### config.mk
export PLATFORM = sky130hd
export DESIGN_NAME = joy_route
export DESIGN_NICKNAME = d
export VERILOG_FILES = /design/src/common/bbc_pkg.sv /design/src/logic/joy_route.sv
export VERILOG_INCLUDE_DIRS = /design/src /design/src/common
export SDC_FILE = /design/constraint.sdc
export NUM_CORES = 1
export LEC_CHECK = 0
export BUFFER_PORTS_ARGS = -buffer_cell sky130_fd_sc_hd__buf_2
export CAP_MARGIN = 20
export CORE_MARGIN = 4
export CORE_UTILIZATION = 30
export DETAILED_ROUTE_END_ITERATION = 12
export PLACE_DENSITY = 0.92
export SYNTH_ARGS = -nofsm -noshare
export SYNTH_HDL_FRONTEND = slang
export SYNTH_SLANG_ARGS = --single-unit
### constraint.sdc
create_clock -name vclk -period 1.2
set_clock_uncertainty 0.05 [all_clocks]
set_input_delay 0.24 -clock vclk [all_inputs]
set_output_delay 0.24 -clock vclk [all_outputs]
set_load 0.02 [all_outputs]
### src/common/bbc_macros.svh
// shared sizes, ROM bank numbers and mouse limits; include wherever one of them is needed
`ifndef BBC_MACROS_SVH
`define BBC_MACROS_SVH

// ==============================
// memory bus sizes
// ==============================
`define BBC_ADDR_W 19
`define BBC_ROM_WORDS 114688
`define BBC_RAM_BYTES 212992
// one 16 KB bank
`define BBC_BANK_OFF_W 14

// ==============================
// physical ROM banks
// ==============================
// model B images
`define BBC_BANK_B_OS 4'd0
`define BBC_BANK_B_MMFS 4'd1
`define BBC_BANK_B_RAMMAS 4'd2
`define BBC_BANK_B_BASIC 4'd3
// master images
`define BBC_BANK_M_ADFS157 4'd4
`define BBC_BANK_M_MAMMFS 4'd5
`define BBC_BANK_M_MOS 4'd6
`define BBC_BANK_M_DFS 4'd7
`define BBC_BANK_M_VIEWSHT 4'd8
`define BBC_BANK_M_EDIT 4'd9
`define BBC_BANK_M_BASIC4 4'd10
`define BBC_BANK_M_ADFS 4'd11
`define BBC_BANK_M_VIEW 4'd12
`define BBC_BANK_M_TERM 4'd13

// ==============================
// mouse to joystick emulation
// ==============================
`define BBC_MOUSE_STEP_MAX 10
`define BBC_AXIS_MIN (-128)
`define BBC_AXIS_MAX 127
`define BBC_JOY_W 12

`endif

### src/common/bbc_pkg.sv
// memory-address types shared by the memory blocks, the top level and the testbench
`include "bbc_macros.svh"

package bbc_pkg;

	// ==============================
	// ROM view of the bus address
	// ==============================
	// slot code picks a 16 KB ROM slot,
	// remapped per model to a physical bank
	typedef struct packed {
		logic region;
		logic [3:0] slot;
		logic [`BBC_BANK_OFF_W-1:0] offset;
	} mem_rom_view_s;

	// ==============================
	// RAM view of the bus address
	// ==============================
	// flat byte offset into the RAM store
	typedef struct packed {
		logic region;
		logic [`BBC_ADDR_W-2:0] offset;
	} mem_ram_view_s;

	// one 19-bit address, two decodes
	// region bit on top in both, 1 selects RAM
	typedef union packed {
		mem_rom_view_s rom;
		mem_ram_view_s ram;
	} mem_addr_u;

endpackage

### src/logic/joy_route.sv
// converts both analog channels to the core's 12-bit form, inverts fires and applies the swap
`timescale 1ns/1ps
`include "bbc_macros.svh"

module joy_route import bbc_pkg::*; (
	input logic [7:0] ax,
	input logic [7:0] ay,
	input logic af,
	input logic [7:0] joy2_x,
	input logic [7:0] joy2_y,
	input logic joy2_fire,
	input logic swap,
	output logic [`BBC_JOY_W-1:0] joy1_ax,
	output logic [`BBC_JOY_W-1:0] joy1_ay,
	output logic [`BBC_JOY_W-1:0] joy2_ax,
	output logic [`BBC_JOY_W-1:0] joy2_ay,
	output logic joy1_fire_n,
	output logic joy2_fire_n
);

	logic [`BBC_JOY_W-1:0] emu_x;
	logic [`BBC_JOY_W-1:0] emu_y;
	logic [`BBC_JOY_W-1:0] stk_x;
	logic [`BBC_JOY_W-1:0] stk_y;

	// two's complement -> offset binary, then
	// mirrored so full left reads high on the ADC
	// upper nibble repeated to fill 12 bits
	function automatic logic [`BBC_JOY_W-1:0] to_adc(input logic [7:0] v);
		logic [7:0] t;
		t = 8'hff - {~v[7], v[6:0]};
		return {t, t[7:4]};
	endfunction

	// ==============================
	// channel conversion
	// ==============================
	assign emu_x = to_adc(ax);
	assign emu_y = to_adc(ay);
	assign stk_x = to_adc(joy2_x);
	assign stk_y = to_adc(joy2_y);

	// ==============================
	// player swap
	// ==============================
	// emulated channel normally on player 1
	assign joy1_ax = swap ? stk_x : emu_x;
	assign joy1_ay = swap ? stk_y : emu_y;
	assign joy2_ax = swap ? emu_x : stk_x;
	assign joy2_ay = swap ? emu_y : stk_y;

	// core fires are active low
	assign joy1_fire_n = swap ? ~joy2_fire : ~af;
	assign joy2_fire_n = swap ? ~af : ~joy2_fire;

endmodule

Yosys cells after proc, flatten, opt, wreduce, memory -nomap -nowiden
Cells that the tools add are included.
{"block": "word_totals", "elab_cells": 16, "register_bits": 0, "in_bits": 35}
{"block": "classes", "n_addsub": 4, "bitwise": 6, "mux": 6}
{"op": "$mux W12", "count": 4}
{"op": "$sub A8 B8 Y8 const A", "count": 4}
{"op": "$not A1 Y1", "count": 6}
{"op": "$mux W1", "count": 2}

Logic depth before layout (Yosys ltp)
{"block": "logic_depth", "word_depth": 3, "depth_mapped": 4, "mapped_depth_nobuf": 1}

Least setup slack after synthesis
OpenSTA, ideal clock, no wires.
{"block": "synth_path", "path_kind": "input to output", "startpoint": "input port swap", "endpoint": "output port joy1_ax[10]", "setup_slack_ns": -0.294, "path_buffers": 3, "arrival_ns": 1.204, "stages": 4, "path_cell_list": "buf_6 -> buf_8 -> mux2i_1 -> buf_4"}
{"block": "synth_via", "elab_chain_cells": 1}
{"element": "start: declaration", "line_no": "joy_route.sv:12", "source": "input logic swap,"}
{"element": "$mux W12", "line_no": "joy_route.sv:47", "source": "assign joy1_ax = swap ? stk_x : emu_x;"}
{"element": "end: declaration", "line_no": "joy_route.sv:13", "source": "output logic [`BBC_JOY_W-1:0] joy1_ax,"}
Every way passes these cells.

Worst setup path in the final report
{"block": "layout_path", "startpoint": "input port swap", "endpoint": "output port joy1_ay[7]"}
{"block": "layout_via", "elab_chain_cells": 1}
{"element": "$mux W12", "line_no": "joy_route.sv:48", "source": "assign joy1_ay = swap ? stk_y : emu_y;"}
{"element": "end: declaration", "line_no": "joy_route.sv:14", "source": "output logic [`BBC_JOY_W-1:0] joy1_ay,"}
Every way passes these cells.

==> out/qor.yml <==
timing:
  slew_headroom: 0.874
  rsz0062_at_grt: "true"
  post-route-min-period_ps: 1250
  hold_violations: 0
  setup_violations: 39
  hold_slack_ps: 729
  worst_pin_slew_ps: 184
  fmax_mhz: 800
  finalWorstSetupSlack_ps: -49.9
  fin_crit_sh: 1.04
  maxSlewViolCount: 0
power:
  combinationalPowerShare: 1.000
  swShare: 0.485
  p_int_w: 0.000414
  power.switching_w: 0.000390
  powerDensity_nw_per_um2: 585
  p_clk_frac: 0
  p_seq_frac: 0
  max-vdd-ir-drop_mv: 0.403
  p_leak_nw: 0.664
  p_total_w: 0.000805
run_status:
  outcome: "complete, but fails checks"
  violations: "negative setup slack"
global_route:
  grt_usage: 0.189
  grt_first_pass_wirelength_um: 3690
  grt_pass1_vias: 774
  grt_max_degree: 9
  antenna_found_initial: 0
  overflow: 0
cells_and_area:
  fin_area_um2: 1380
  register_area_um2: 0
  antenna_cells: 0
  fin_nets: 162
  nClkBuffers: 0
  n_sequential_cell: 0
  post-route-util: 0.873
  stdcell_count: 141
  area_growth_pct: 164
  drive_gt1_frac: 0.944
floorplan:
  core_area_um2: 1580
  fp.dieH_um: 49.7
  die_width_um: 49.7
  rows: 14
  ios: 85
  initial_core_util: 0.331
  dieArea_um2: 2470
synth:
  avgSynthCellArea_um2: 9.66
  synth.area.top_cells: "mux2i_1, buf_4, buf_8, mux2_2, buf_6"
  seq_area_frac_synth: 0
  syn_nets: 89
  ys_warn_count: 0
  yosys.area.top_type: "mux2i_1"
  synth_top_area_frac: 0.576
  synth_cells: 54
  synth_cell_types: 5
  syn-cell-area_um2: 522
placed_design:
  dp_hpwl_um: 1730
  place_area_um2: 1030
  numPortBuffers: 85
  dp_cells: 138
  finalWeightedCongestion: 0.638
critical_path:
  critPathMaxFanout: 7
  crit_arrival_ps: 960
  start_kind: "primary input"
  worstPathRequired_ps: 910
  worstSetupEndpointType: "output port"
  path_class: "in -> out"
cts:
  hold_buffers: 0
drt:
  top_layer_used: "met4"
  via_per_inst: 4.94
  drc_errors: 0
  num_vias: 696
  drt_iter0_markers: 1
  wl_met1_um: 701
  drt-total-wl_um: 2550
  wl_met3_um: 194
  routed-wl-met2_um: 1630
  routedWlPerCell_um: 18.1
  drtPass1Iterations: 3
  postRouteAntennaNets: 0
job:
  drv_cap: 0
worst_hold_path:
  hold_path_class: "in -> out"
## worst max-delay path: stages
cell,delay [ps]
buf_12,120
buf_12,120
buf_16,140
mux2i_2,170
buf_4,170
## repair_timing
| action | in CTS | in global routing |
|---|---|---|
| setup endpoints to repair | 50 | 50 |
| resized for setup | 83 | 11 |
| cloned | 2 | 0 |
| buffers inserted | 2 | 0 |
| pin swaps | 0 | 0 |
## worst paths after layout
kind | start | slack (ps) | endpoint | cells past startpoint
worst max-delay path | swap | -50 | joy1_ay[7] | 5
worst min-delay path | ay[1] | 730 | joy2_ay[5] | 3
## cell type report
type	instances	area [um2]
fillers	85	200
well taps	16	20.0
multi-input cells	34	552
repair buffers	91	805
## power groups by stage
stage | combinational, W | sequential [W] | clock, W
final | 0.000805 | 0 | 0
after global routing | 0.000841 | 0 | 0
after CTS | 0.000785 | 0 | 0
after detailed placement | 0.000603 | 0 | 0
after global placement | 0.000589 | 0 | 0
after floorplan | 0.000467 | 0 | 0
## placed cells by master (no fill, tap or decap), drive strengths merged
| cell | instances |
|---|---|
| mux2 | 4 |
| mux2i | 30 |
| buf | 91 |
## per-stage QoR
stage                     setup WS (ps)  setup TNS (ps)
after floorplan                   -73.4           -1090
after global placement             -140           -5140
after detailed placement           -172           -6350
after CTS                         -34.4            -625
after global routing              -85.3           -1780
final                             -49.9            -814
## cell families after synthesis
group | Yosys count | synth area share
buffers and inverters | 20 | 0.338
multiplexers | 34 | 0.662
## cells in the mapped netlist, drive strengths merged
master	instances
buf	20
mux2	4
mux2i	30
## per-layer routing
metal	global-route usage	up-vias
met5	0	-
met4	0	0
met1	0.161	331
met2	0.447	37
met3	0.0271	2
li1	-	326
(Power assumes the default switching activity.)
