[config.mk]
export PLATFORM = sky130hd
export DESIGN_NAME = mouse_axis
export DESIGN_NICKNAME = d
export VERILOG_FILES = /design/src/common/bbc_pkg.sv /design/src/logic/mouse_axis.sv
export VERILOG_INCLUDE_DIRS = /design/src /design/src/common
export SDC_FILE = /design/constraint.sdc
export NUM_CORES = 1
export LEC_CHECK = 0
export BUFFER_PORTS_ARGS = -buffer_cell sky130_fd_sc_hd__buf_2
export CAP_MARGIN = 25
export CORE_MARGIN = 1
export CORE_UTILIZATION = 45
export DETAILED_ROUTE_END_ITERATION = 16
export GPL_TIMING_DRIVEN = 0
export PLACE_DENSITY = 0.76
export SLEW_MARGIN = 20
export SYNTH_ARGS = -nofsm -noshare
export SYNTH_HDL_FRONTEND = slang
export SYNTH_SLANG_ARGS = --single-unit
[constraint.sdc]
create_clock -name clk_sys -period 9.1 [get_ports clk_sys]
set_clock_uncertainty 0.2 [all_clocks]
set_input_delay 0.91 -clock clk_sys [delete_from_list [all_inputs] [get_ports clk_sys]]
set_output_delay 0.91 -clock clk_sys [all_outputs]
set_load 0.1 [all_outputs]
[src/common/bbc_macros.svh]
// shared sizes, ROM bank numbers and mouse limits; include wherever one of them is needed
`ifndef BBC_MACROS_SVH
`define BBC_MACROS_SVH

// ==============================
// memory bus sizes
// ==============================
`define BBC_ADDR_W 19
`define BBC_ROM_WORDS 114688
`define BBC_RAM_BYTES 212992
// one 16 KB bank
`define BBC_BANK_OFF_W 14

// ==============================
// physical ROM banks
// ==============================
// model B images
`define BBC_BANK_B_OS 4'd0
`define BBC_BANK_B_MMFS 4'd1
`define BBC_BANK_B_RAMMAS 4'd2
`define BBC_BANK_B_BASIC 4'd3
// master images
`define BBC_BANK_M_ADFS157 4'd4
`define BBC_BANK_M_MAMMFS 4'd5
`define BBC_BANK_M_MOS 4'd6
`define BBC_BANK_M_DFS 4'd7
`define BBC_BANK_M_VIEWSHT 4'd8
`define BBC_BANK_M_EDIT 4'd9
`define BBC_BANK_M_BASIC4 4'd10
`define BBC_BANK_M_ADFS 4'd11
`define BBC_BANK_M_VIEW 4'd12
`define BBC_BANK_M_TERM 4'd13

// ==============================
// mouse to joystick emulation
// ==============================
`define BBC_MOUSE_STEP_MAX 10
`define BBC_AXIS_MIN (-128)
`define BBC_AXIS_MAX 127
`define BBC_JOY_W 12

`endif

[src/common/bbc_pkg.sv]
// memory-address types shared by the memory blocks, the top level and the testbench
`include "bbc_macros.svh"

package bbc_pkg;

	// ==============================
	// ROM view of the bus address
	// ==============================
	// slot code picks a 16 KB ROM slot,
	// remapped per model to a physical bank
	typedef struct packed {
		logic region;
		logic [3:0] slot;
		logic [`BBC_BANK_OFF_W-1:0] offset;
	} mem_rom_view_s;

	// ==============================
	// RAM view of the bus address
	// ==============================
	// flat byte offset into the RAM store
	typedef struct packed {
		logic region;
		logic [`BBC_ADDR_W-2:0] offset;
	} mem_ram_view_s;

	// one 19-bit address, two decodes
	// region bit on top in both, 1 selects RAM
	typedef union packed {
		mem_rom_view_s rom;
		mem_ram_view_s ram;
	} mem_addr_u;

endpackage

[src/logic/mouse_axis.sv]
// mouse packets summed into a clamped analog position, muxed against the real first stick
`timescale 1ns/1ps
`include "bbc_macros.svh"

module mouse_axis import bbc_pkg::*; (
	input logic clk_sys,
	input logic rst_n,
	input logic [24:0] ps2_mouse,
	input logic [15:0] joy1,
	input logic [7:0] joy1_x,
	input logic [7:0] joy1_y,
	input logic reset_req,
	input logic mouse_off,
	output logic [7:0] ax,
	output logic [7:0] ay,
	output logic af
);

	logic stb_q;
	logic packet;
	logic clear;
	logic emu_on;
	logic signed [7:0] pos_x;
	logic signed [7:0] pos_y;
	logic signed [8:0] dx;
	logic signed [8:0] dy;

	// clamp the raw delta, then add or subtract
	// and saturate to the axis range
	function automatic logic signed [7:0] axis_step(
		input logic signed [7:0] pos,
		input logic signed [8:0] raw,
		input logic sub
	);
		logic signed [8:0] step;
		logic signed [9:0] sum;
		if (raw > `BBC_MOUSE_STEP_MAX) begin
			step = 9'(`BBC_MOUSE_STEP_MAX);
		end else if (raw < -`BBC_MOUSE_STEP_MAX) begin
			step = 9'(-`BBC_MOUSE_STEP_MAX);
		end else begin
			step = raw;
		end
		sum = sub ? pos - step : pos + step;
		if (sum < `BBC_AXIS_MIN) begin
			return 8'(`BBC_AXIS_MIN);
		end else if (sum > `BBC_AXIS_MAX) begin
			return 8'(`BBC_AXIS_MAX);
		end
		return sum[7:0];
	endfunction

	// ==============================
	// packet decode
	// ==============================
	// sign bit on top of seven magnitude bits
	assign dx = {ps2_mouse[4], ps2_mouse[4], ps2_mouse[15:9]};
	assign dy = {ps2_mouse[5], ps2_mouse[5], ps2_mouse[23:17]};

	// toggle of bit 24 marks a new packet
	assign packet = stb_q ^ ps2_mouse[24];
	// any real stick activity drops emulation
	assign clear = (|joy1) | reset_req | mouse_off;

	// ==============================
	// position state
	// ==============================
	always_ff @(posedge clk_sys) begin
		if (!rst_n) begin
			stb_q <= 1'b0;
			emu_on <= 1'b0;
			pos_x <= '0;
			pos_y <= '0;
		end else begin
			stb_q <= ps2_mouse[24];
			// clear wins over a packet in the same cycle
			if (clear) begin
				emu_on <= 1'b0;
				pos_x <= '0;
				pos_y <= '0;
			end else if (packet) begin
				emu_on <= 1'b1;
				pos_x <= axis_step(pos_x, dx, 1'b0);
				// mouse y grows upward
				pos_y <= axis_step(pos_y, dy, 1'b1);
			end
		end
	end

	// mouse buttons act as fire
	assign ax = emu_on ? pos_x : joy1_x;
	assign ay = emu_on ? pos_y : joy1_y;
	assign af = emu_on ? |ps2_mouse[1:0] : joy1[4];

endmodule

Word level (Yosys, flattened, before mapping)
Cells that the tools add are included.
W data, S select, Z words.
Cells by class
  order comparisons: 8
  reduce and logical (&&, ||, !) cells: 3
  muxes and demuxes: 29
  bitwise logic cells: 4
  add/sub/neg operators: 2
Operator list (number)
  $mux W9: 10
  $mux W8: 8
  $gt A10 B8 Y1 const B: 2
  $lt A10 B8 Y1 const B: 2
  $gt A8 B5 Y1 const B: 2
  $lt A8 B5 Y1 const B: 2
  $reduce_or A16 Y1: 1
  $mux W1: 11
  $add A8 B9 Y10: 1
  $sub A8 B9 Y10: 1
  $reduce_or A2 Y1: 2
  $or A1 B1 Y1: 2
  $not A1 Y1: 1
  $xor A1 B1 Y1: 1
Storage, ports and cells
  output and inout bits: 17
  flip-flop bits (word level): 18
  input port bits: 61

Depth between registers and ports, before layout
Gate-level depths: netlist (run 1).
  depth in word-level cells: 14
  depth in mapped cells: 13
  gate-level depth less buffers: 13

Worst setup path after synthesis (run 1)
Ideal clock, no wire load.
  path kind: input port to flip-flop
  start: in ps2_mouse[21]
  end: reg pos_y[0]
  path slack: 5.264 ns
  cell stages on the path: 11
  data required time: 8.778 ns
  buffers on the path: 0
  data arrival time: 3.514 ns
  setup time: 0.122 ns
  path through: nand4_1 -> or2_2 -> ha_1 -> or3_1 -> fa_1 -> nand2b_1 -> a21oi_1 -> a31o_1 -> and3_1 -> o21ai_2 -> a221o_1
On the way
  cells in the longest elaborated chain, start to end: 14
  elaborated cells between the ends (all ways): 17
  classes of those cells: 1 x add/sub; 4 x order compare; 12 x mux
Ends and longest elaborated chain
  start: declaration: RTL line mouse_axis.sv:8  | input logic [24:0] ps2_mouse,
  $lt A8 B5 Y1 (no source line)
  $mux W9: RTL line mouse_axis.sv:39  | end else if (raw < -`BBC_MOUSE_STEP_MAX) begin
  $mux W9 *: RTL line mouse_axis.sv:37  | if (raw > `BBC_MOUSE_STEP_MAX) begin
  $mux W9 *: RTL line mouse_axis.sv:81  | end else if (packet) begin
  $mux W9 *: RTL line mouse_axis.sv:77  | if (clear) begin
  $mux W9 *: RTL line mouse_axis.sv:69  | if (!rst_n) begin
  $sub A8 B9 Y10 *: RTL line mouse_axis.sv:44  | sum = sub ? pos - step : pos + step;
  $gt A10 B8 Y1 (no source line)
  $mux W1: RTL line mouse_axis.sv:47  | end else if (sum > `BBC_AXIS_MAX) begin
  $mux W1: RTL line mouse_axis.sv:45  | if (sum < `BBC_AXIS_MIN) begin
  $mux W1: RTL line mouse_axis.sv:81
  $mux W1: RTL line mouse_axis.sv:77
  $mux W1: RTL line mouse_axis.sv:69
  $mux W8 *: RTL line mouse_axis.sv:50  | return sum[7:0];
  end signal: assignment: RTL line mouse_axis.sv:85  | pos_y <= axis_step(pos_y, dy, 1'b1);
  end: declaration: RTL line mouse_axis.sv:24  | logic signed [7:0] pos_y;
Every way passes the cells marked *; elsewhere a longest branch is shown, timed or not. The select of a mux whose other input is x is not followed.
A chain may end at the register's enable or synchronous reset.

Worst setup path in the final report (run 1)
  start: in ps2_mouse[9]
  end: reg pos_x[0]
On the way
  cells in the longest elaborated chain, start to end: 14
  elaborated cells between the ends (all ways): 17
  classes of those cells: 1 x add/sub; 4 x order compare; 12 x mux
Ends and longest elaborated chain
  $lt A8 B5 Y1 (no source line)
  $mux W9: RTL line mouse_axis.sv:39
  $mux W9 *: RTL line mouse_axis.sv:37
  $mux W9 *: RTL line mouse_axis.sv:81
  $mux W9 *: RTL line mouse_axis.sv:77
  $mux W9 *: RTL line mouse_axis.sv:69
  $add A8 B9 Y10 *: RTL line mouse_axis.sv:44
  $gt A10 B8 Y1 (no source line)
  $mux W1: RTL line mouse_axis.sv:47
  $mux W1: RTL line mouse_axis.sv:45
  $mux W1: RTL line mouse_axis.sv:81
  $mux W1: RTL line mouse_axis.sv:77
  $mux W1: RTL line mouse_axis.sv:69
  $mux W8 *: RTL line mouse_axis.sv:50
  end signal: assignment: RTL line mouse_axis.sv:83  | pos_x <= axis_step(pos_x, dx, 1'b0);
  end: declaration: RTL line mouse_axis.sv:23  | logic signed [7:0] pos_x;
Marks and branches as above.

==> impl_results.md, run 1 <==
* Die height at 66.2 um
* Synth area leader: dfxtp_1
* Final RePlAce weighted congestion at 0.837
* Reg2reg start: pos_x[0]
* Total power at 218 uW
* Buffers on Ports at approximately 70
* Final Hold Violating Endpoints at 0
* Clock root buffer: clkbuf_8
* DR WL/cell at roughly 12 um
* Finished Layout Cells at 348
* EDFF count, synth at 0
* Main area contributors after synthesis: dfxtp_1, ha_1, mux2_2, a21oi_1, nor2_1
* Ys flop type: dfxtp_1
* Pin slew with the least headroom to its limit at 0.609 ns
* Crit-path max cell delay at about 0.57 ns
* Async SR Flop Fraction at 0
* Final Max Slew Viols at 0
* Maximum clock frequency at around 0.24 GHz
* GRT Util Overall at 0.208
* Logic gate share of total power at 0.379
* Post-synth design cell area at 1850 um^2
* First-pass GRT wire length at just over 7 mm
* Max_cap viols at 0
* H-tree depth at 1
* Post-synth top cells: nor2_1, a21oi_1, dfxtp_1, ha_1, mux2_2
* Yosys reg bits at 18
* NumNets Final at around 380
* Cts hold-fix bufs at 0
* Register share of total power at 0.363
* RSZ-0062 raised after global routing: false
* Max VDD drop at ~0.047 mV
* Ratio of cells with drive above 1 in the final layout at 0.350
* Switching Share at 0.376
* 1st-pass router iterations at 4
* Antenna violations before repair at 0
* Crit-path most repeated cell: a21oi_1
* TNS Setup at 0 ns
* Outcome: finished clean
* Max transition margin at 0.594
* Worst-skew pair later-pin latency at 0.25 ns
* Syn nets at 307
* Final worst-path cycle share at 0.455
* Num CTS Buffers at 3
* Pint at 136 uW
* Startpoint types: input port
* P_leak at 1.10 nW
* Largest net degree at the start of global routing at 11
* DRC viols at 0
* Row count at 22
* Die Wd at 66.2 um
* DRT Wirelength at 4.34 mm
* Synth top area share at 0.194
* Critical path arrival at between 4 and 5 ns
* Crit path time final at between 4 and 5 ns
* Iter 0 DRT Violations at 74
* Vias in the first global route at 1,690
* Hpwl dp at 3.64 mm
* CTS tree: done
* Seq/Total Area, Yosys at 0.194
* Postcts setup bufs at 0
* Vias/cell at approximately 5.4
* NetSw at ~80 uW
* Worst-path fanout max at 8
* Critical path capture point type: register
* Starting density of the core at 0.488
* CP Data Required Time at 9.01 ns
* Setup CP Type: in -> reg
* Crit path max-delay family: compound AO/OA/AOI/OAI gates
* Die area at between 4000 and 5000 um^2
* Total gr overflow at 0
* Hold Startpoint: pos_x[7]
* Placed insts at between 300 and 400
* Synth Instances at 226
* CP max-delay cell: a221oi_2
* P per Cell Area at between 90 and 100 nW/um^2
* Core area at 3800 um^2
* Via count at 1,869
* CTS max path bufs at 2
* Worst-path clk slew at 0.07 ns
* Syn_area_per_cell at 8.20 um^2
* IO Pins at 78
* Area grow syn2layout at 24.6%
* CTS Sinks at 18
* Post-CTS sizing at 0
* Final Setup Violations at 0
* Antenna viol nets, final at 0
* Warnings, synthesis at 0
* Critical path origin: ps2_mouse[9]
* Critical-path cell list: buf_2 -> a21o_1 -> a2111oi_0 -> nor2_1 -> nor3b_1 -> ha_1 -> inv_1 -> fa_1 -> nor2b_1 -> o31ai_1 -> a21oi_1 -> o21ai_1 -> a221oi_2 -> a21oi_1
* Hold Crit Class: reg -> reg
* Worst Path Buf+Inv at 2
* Ant diodes at 0
* Clock share of power at 0.258
* Number of different library cells in the post-synthesis netlist at 46
* Count leader, synth: nor2_1
logic make-up after synthesis:
family                     share of synthesized area
AOI/OAI and AO/OA                              0.269
xor gates and xnor gates                      0.0425
adders and majority gates                      0.143
buffers and inverters                         0.0405
DFF                                            0.194
muxes                                         0.0972
and+or+nand+nor                                0.213
state kept, by name, summed over array words and instances, names as in the netlist:
name and cells:
stb_q 1, pos_x 8, emu_on 1, pos_y 8
worst paths after layout:
| kind | cells past startpoint | end | slack, ns |
|---|---|---|---|
| worst max register to register | 9 | pos_x[0] | 6.43 |
| worst min register to register | 2 | pos_x[7] | 0.33 |
| worst min-delay path | 2 | pos_x[7] | 0.33 |
| worst max-delay path | 14 | pos_x[0] | 4.96 |
cells in the final DEF (no fill, tap or decap), drive strengths merged, types with 4 or more instances in the layout:
| master | Yosys | final |
|---|---|---|
| clkbuf | 3 | 6 |
| a21o | 6 | 6 |
| buf | 2 | 73 |
| nor2b | 6 | 6 |
| and2 | 5 | 5 |
| nand2 | 11 | 11 |
| ha | 18 | 18 |
| o21ai | 18 | 18 |
| a221o | 6 | 6 |
| xor2 | 4 | 4 |
| nor2 | 26 | 26 |
| dfxtp | 18 | 18 |
| o21a | 5 | 5 |
| xnor2 | 5 | 5 |
| nor4 | 4 | 4 |
| mux2 | 16 | 16 |
| a21oi | 23 | 23 |
| inv | 15 | 15 |
final cells by class:
type	count	area [um^2]
timing repair buffer	71	355
sequential	18	360
inverter	15	56.3
buffer	5	18.8
fill	358	1490
clock buffer	3	41.3
multi-input combinational	188	1420
tap	48	60.1
metrics by stage:
stage / worst slack, ns / utilization / instance area [um^2] / hold WS [ns]
floorplan: 5.26 / - / 1850 / 0.274
global placement: 4.78 / 0.597 / 2270 / 0.305
detailed placement: 4.76 / 0.597 / 2270 / 0.313
CTS: 5.02 / 0.608 / 2310 / 0.323
global route: 4.49 / 0.608 / 2310 / 0.350
finish: 4.96 / 0.608 / 2310 / 0.329
metal layers:
layer  track usage  vias to the layer above  part of all wire
met3        0.0276                        4             0.027
met1         0.257                      859              0.47
met4        0.0745                        0             0.012
li1              -                      974                 -
met5             0                        -                 0
met2         0.365                       32              0.49
worst min-delay path: cells and delay by family, from the launching register on:
kind	cells	cell delay [ns]
DFF	1	0.33
and+or+nand+nor	2	0.15
power by group through the flow:
stage	clock, mW	combinational, mW	sequential, mW
finish	0.0562	0.0826	0.0791
global placement	0	0.0815	0.0809
detailed placement	0	0.0825	0.0809
global route	0.0608	0.0893	0.0790
CTS	0.0570	0.0829	0.0791
floorplan	0	0.0605	0.0809
Note: power is estimated with default switching activity, not from simulation.
==> inputs of run 2 (changes only) <==
--- a/config.mk
+++ b/config.mk
@@ -9,10 +9,10 @@
 export BUFFER_PORTS_ARGS = -buffer_cell sky130_fd_sc_hd__buf_2
 export CAP_MARGIN = 25
 export CORE_MARGIN = 1
-export CORE_UTILIZATION = 45
+export CORE_UTILIZATION = 44
 export DETAILED_ROUTE_END_ITERATION = 16
 export GPL_TIMING_DRIVEN = 0
-export PLACE_DENSITY = 0.76
+export PLACE_DENSITY = 0.77
 export SLEW_MARGIN = 20
 export SYNTH_ARGS = -nofsm -noshare
 export SYNTH_HDL_FRONTEND = slang
==> constraint.sdc (replaced) <==
create_clock -name clk_sys -period 3.6 [get_ports clk_sys]
set_clock_uncertainty 0.2 [all_clocks]
set_input_delay 0.36 -clock clk_sys [delete_from_list [all_inputs] [get_ports clk_sys]]
set_output_delay 0.36 -clock clk_sys [all_outputs]
set_load 0.1 [all_outputs]
==> run 2 against run 1 <==
Compared with the run above: clock power grew to 3.0 times the previous value; highest routed layer unchanged; cell count is 0.86% higher; global-route usage fell by 0.87 points; sequential cell count unchanged; combinational power rose to 2.5 times the previous value; routed wire length up 1.3%; design area is 1.4% higher; sequential share of layout area shrank 0.21 points; total power grew to 2.6 times the previous value.
==> impl_results.md, run 2 (synthesis results as in run 1) <==
* Startpoint types: input port
* Register share of total power at 0.348
* Final Max Slew Viols at 0
* P per Cell Area at 246 nW/um^2
* Total power at about 570 uW
* Max VDD drop at 0.103 mV
* Num CTS Buffers at 3
* Final Hold Violating Endpoints at 0
* TNS Setup at 0 ns
* IO Pins at 78
* DRC viols at 0
* Outcome: finished clean
* Switching Share at 0.361
* Die height at roughly 67 um
* Row count at 23
* Final worst-path cycle share at 0.940
* Ratio of cells with drive above 1 in the final layout at 0.355
* Clock root buffer: clkbuf_8
* Critical path arrival at 3.31 ns
* H-tree depth at 1
* DR WL/cell at 12.5 um
* Dpl ws at -0.0960 ns
* Pin slew with the least headroom to its limit at 0.580 ns
* Setup slack after layout at 0.218 ns
* Pint at 367 uW
* Antenna violations before repair at 0
* Maximum clock frequency at 0.296 GHz
* Ant diodes at 0
* Largest net degree at the start of global routing at 11
* Vias in the first global route at 1,628
* Max transition margin at 0.613
* CTS Sinks at 18
* CP Data Required Time at 3.52 ns
* Worst-path clk slew at about 0.070 ns
* Antenna viol nets, final at 0
* Hpwl dp at 3.60 mm
* Hold Crit Class: in -> reg
* Core Util, Final at 0.581
* Die Wd at 66.9 um
* CTS tree: done
* Worst-path fanout max at 8
* Iter 0 DRT Violations at between 70 and 80
* DRT Wirelength at between 4 and 5 mm
* Critical path capture point type: register
* Clock share of power at 0.289
* Core area at 4030 um^2
* GRT Util Overall at 0.199
* Leading cell types in the layout, fill and taps excluded: buf_2, nor2_1, a21oi_1
* CTS max path bufs at 2
* Area grow syn2layout at 26.3%
* P_leak at 1.11 nW
* Via count at 1,854
* Vias/cell at roughly 5.3
* Final RePlAce weighted congestion at 0.835
* Crit path time final at between 3 and 4 ns
* Buffers on Ports at 71
* First-pass GRT wire length at 6.95 mm
* Cts hold-fix bufs at 0
* Worst-skew pair later-pin latency at 0.25 ns
* NumNets Final at roughly 380
* 1st-pass router iterations at 4
* Final Setup Violations at 0
* Total gr overflow at 0
* NetSw at 208 uW
* Setup CP Type: in -> reg
* Commonest non-fill, non-tap cell in the layout: buf_2
* Logic gate share of total power at 0.364
* Fillcell total at 404
* Largest registers: pos_x x8, pos_y x8
* Die area at 4470 um^2
* Postcts setup bufs at 0
* Starting density of the core at 0.460
* Max_cap viols at 0
==> run 2: worst paths after layout <==
path	start	to	slack [ns]	depth (start not counted)
worst min-delay path	rst_n	stb_q	0.12	2
worst min register to register	pos_y[6]	pos_y[6]	0.33	1
worst max register to register	pos_y[0]	pos_y[4]	0.96	9
worst max-delay path	ps2_mouse[9]	pos_x[5]	0.22	14
==> run 2: power by group through the flow <==
stage               clock network [mW]  registers (mW)  logic (mW)
floorplan                            0           0.204       0.153
finish                           0.166           0.200       0.209
global placement                     0           0.204       0.205
detailed placement                   0           0.204       0.208
CTS                              0.165           0.200       0.208
global route                     0.174           0.200       0.227
==> run 2: what timing repair did <==
item                                    4_1_cts  5_1_grt
gates resized for setup                       0        2
hold endpoints to repair                      0        0
endpoints found under the setup margin        0        9
==> run 2: critical path, cell delays in order <==
cell and delay (ns):
buf_2 0.10, a21o_1 0.17, a2111oi_0 0.38, nor2_1 0.19, nor3b_1 0.25, ha_1 0.20
inv_1 0.05, fa_1 0.39, nor2b_1 0.17, o31ai_1 0.12, a21oi_1 0.24, o21ai_1 0.14
a221oi_4 0.41, a21oi_1 0.12
==> run 2: final cells by class <==
cell class              count  area (um^2)  area share
plain buffers               5         18.8     0.00802
clock buffers               4         55.1      0.0235
inverters                  15         56.3      0.0241
multi-input cells         188         1430       0.612
flip-flops and latches     18          360       0.154
well taps                  50         62.6      0.0267
repair buffers             71          355       0.152
==> run 2: through the flow <==
stage          hold WS [ns]  std cells  area (um^2)
2_1_floorplan         0.274        226         1850
3_3_place_gp          0.304        347         2270
3_5_place_dp          0.306        347         2270
4_1_cts               0.126        351         2330
5_1_grt               0.144        351         2340
6_report              0.118        351         2340
==> run 2: layer usage <==
| layer | GRT usage | vias to the layer above | part of all wire |
|---|---|---|---|
| li1 | - | 976 | - |
| met1 | 0.241 | 839 | 0.45 |
| met2 | 0.365 | 35 | 0.52 |
| met3 | 0.0154 | 4 | 0.023 |
| met4 | 0.0665 | 0 | 0.0098 |
| met5 | 0 | - | 0 |
==> inputs of run 3 (changes only) <==
--- a/config.mk
+++ b/config.mk
@@ -12,6 +12,7 @@
 export CORE_UTILIZATION = 44
 export DETAILED_ROUTE_END_ITERATION = 16
 export GPL_TIMING_DRIVEN = 0
+export MAX_ROUTING_LAYER = met4
 export PLACE_DENSITY = 0.77
 export SLEW_MARGIN = 20
 export SYNTH_ARGS = -nofsm -noshare
==> run 3 against run 2 <==
Compared with the run above: non-clock buffer count did not move; design area unchanged; count of clock-buffer cells in the layout unchanged; critical path type unchanged; largest cell class unchanged; global-route usage is 0.53 points higher; maximum frequency unchanged; largest power group unchanged; highest routed layer unchanged; total power is the same; sequential share of layout area unchanged.
==> impl_results.md, run 3 (synthesis results as in run 1) <==
* Outcome: finished clean
* CTS tree: done
* GRT Util Overall at 0.205
* Commonest non-fill, non-tap cell in the layout: buf_2
* Max VDD drop at 0.103 mV
* Max_cap viols at 0
* Ratio of cells with drive above 1 in the final layout at 0.355
* Row count at 23
* Antenna viol nets, final at 0
* Area grow syn2layout at 26.3%
* Vias/cell at 5.28
* Total gr overflow at 0
* Postcts setup bufs at 0
* Core area at 4030 um^2
* CTS max path bufs at 2
* 1st-pass router iterations at 4
* Die Wd at 66.9 um
* Clock root buffer: clkbuf_8
* Worst-path clk slew at 0.07 ns
* Ant diodes at 0
* DRC viols at 0
* Cts hold-fix bufs at 0
* Max transition margin at 0.613
* Final RePlAce weighted congestion at about 0.85
* Maximum clock frequency at 0.296 GHz
* Worst-skew pair later-pin latency at roughly 0.25 ns
* FF-to-FF setup slack at approximately 0.96 ns
* Setup CP Type: in -> reg
* Die area at around 4500 um^2
* Hpwl dp at 3.60 mm
* Buffers on Ports at 71
* Vias in the first global route at 1,628
* P_leak at roughly 1.1 nW
* Largest registers: pos_x x8, pos_y x8
* Fillcell total at 404
* Critical path capture point type: register
* Iter 0 DRT Violations at 75
* H-tree depth at 1
* CP Data Required Time at 3.52 ns
* Worst-path fanout max at 8
* Pin slew with the least headroom to its limit at just under 0.6 ns
* Hold Crit Class: in -> reg
* Final Max Slew Viols at 0
* Final Setup Violations at 0
* Fin area at 2340 um^2
* IO Pins at about 80
* Final Hold Violating Endpoints at 0
* Crit path time final at 3.38 ns
* Antenna violations before repair at 0
* First-pass GRT wire length at 6.96 mm
* TNS Setup at 0 ns
* Num CTS Buffers at 3
* P per Cell Area at between 200 and 250 nW/um^2
* Post-CTS sizing at 0
* DR WL/cell at 12.5 um
* DRT Wirelength at about 4.4 mm
* Starting density of the core at 0.460
* Largest net degree at the start of global routing at 11
* Dpl cell area at 2270 um^2
* Leading cell types in the layout, fill and taps excluded: buf_2, nor2_1, a21oi_1
* Via count at ~1,900
* NumNets Final at 383
* Critical path arrival at 3.31 ns
* Final worst-path cycle share at 0.940
* CTS Sinks at 18
* Die height at ~67 um
* Startpoint types: input port
-- run 3: worst max-delay path, stage by stage --
cell and delay [ns]:
buf_2 0.10, a21o_1 0.17, a2111oi_0 0.38, nor2_1 0.19, nor3b_1 0.25, ha_1 0.20, inv_1 0.05, fa_1 0.39
nor2b_1 0.17, o31ai_1 0.12, a21oi_1 0.24, o21ai_1 0.14, a221oi_4 0.41, a21oi_1 0.12
-- run 3: where the power goes --
| group | switching [mW] | total [mW] | leakage [nW] | internal (mW) |
|---|---|---|---|---|
| combinational | 0.139 | 0.209 | 0.939 | 0.0704 |
| clock | 0.0687 | 0.166 | 0.0288 | 0.0972 |
| sequential | 0.000214 | 0.200 | 0.145 | 0.200 |
-- run 3: worst paths after layout --
path | from | endpoint | cells after the start
max | ps2_mouse[9] | pos_x[5] | 14
min | rst_n | stb_q | 2
max reg2reg | pos_y[0] | pos_y[4] | 9
min reg2reg | pos_y[6] | pos_y[6] | 1
-- run 3: through the flow --
stage,worst slack [ns],power (mW),hold slack [ns],std cells,util
after floorplan,0.314,0.357,0.274,226,-
after global placement,-0.0971,0.410,0.304,347,0.564
after detailed placement,-0.0960,0.412,0.306,347,0.564
after CTS,0.153,0.573,0.126,351,0.577
after global routing,-0.0195,0.600,0.144,351,0.581
final,0.218,0.575,0.118,351,0.581
-- run 3: final cells by class --
class,count,area (um^2),share of cell area
multi-input combinational,188,1430,0.612
sequential,18,360,0.154
timing repair buffer,71,355,0.152
tap,50,62.6,0.0267
inverter,15,56.3,0.0241
clock buffer,4,55.1,0.0235
buffer,5,18.8,0.00802
-- run 3: metal layers --
metal  GRT usage  part of all wire  vias up
met2       0.365              0.52       35
li1            -                 -      976
met1       0.241              0.45      839
met4      0.0665            0.0098        0
met3      0.0154             0.023        4
met5           -                 0        -
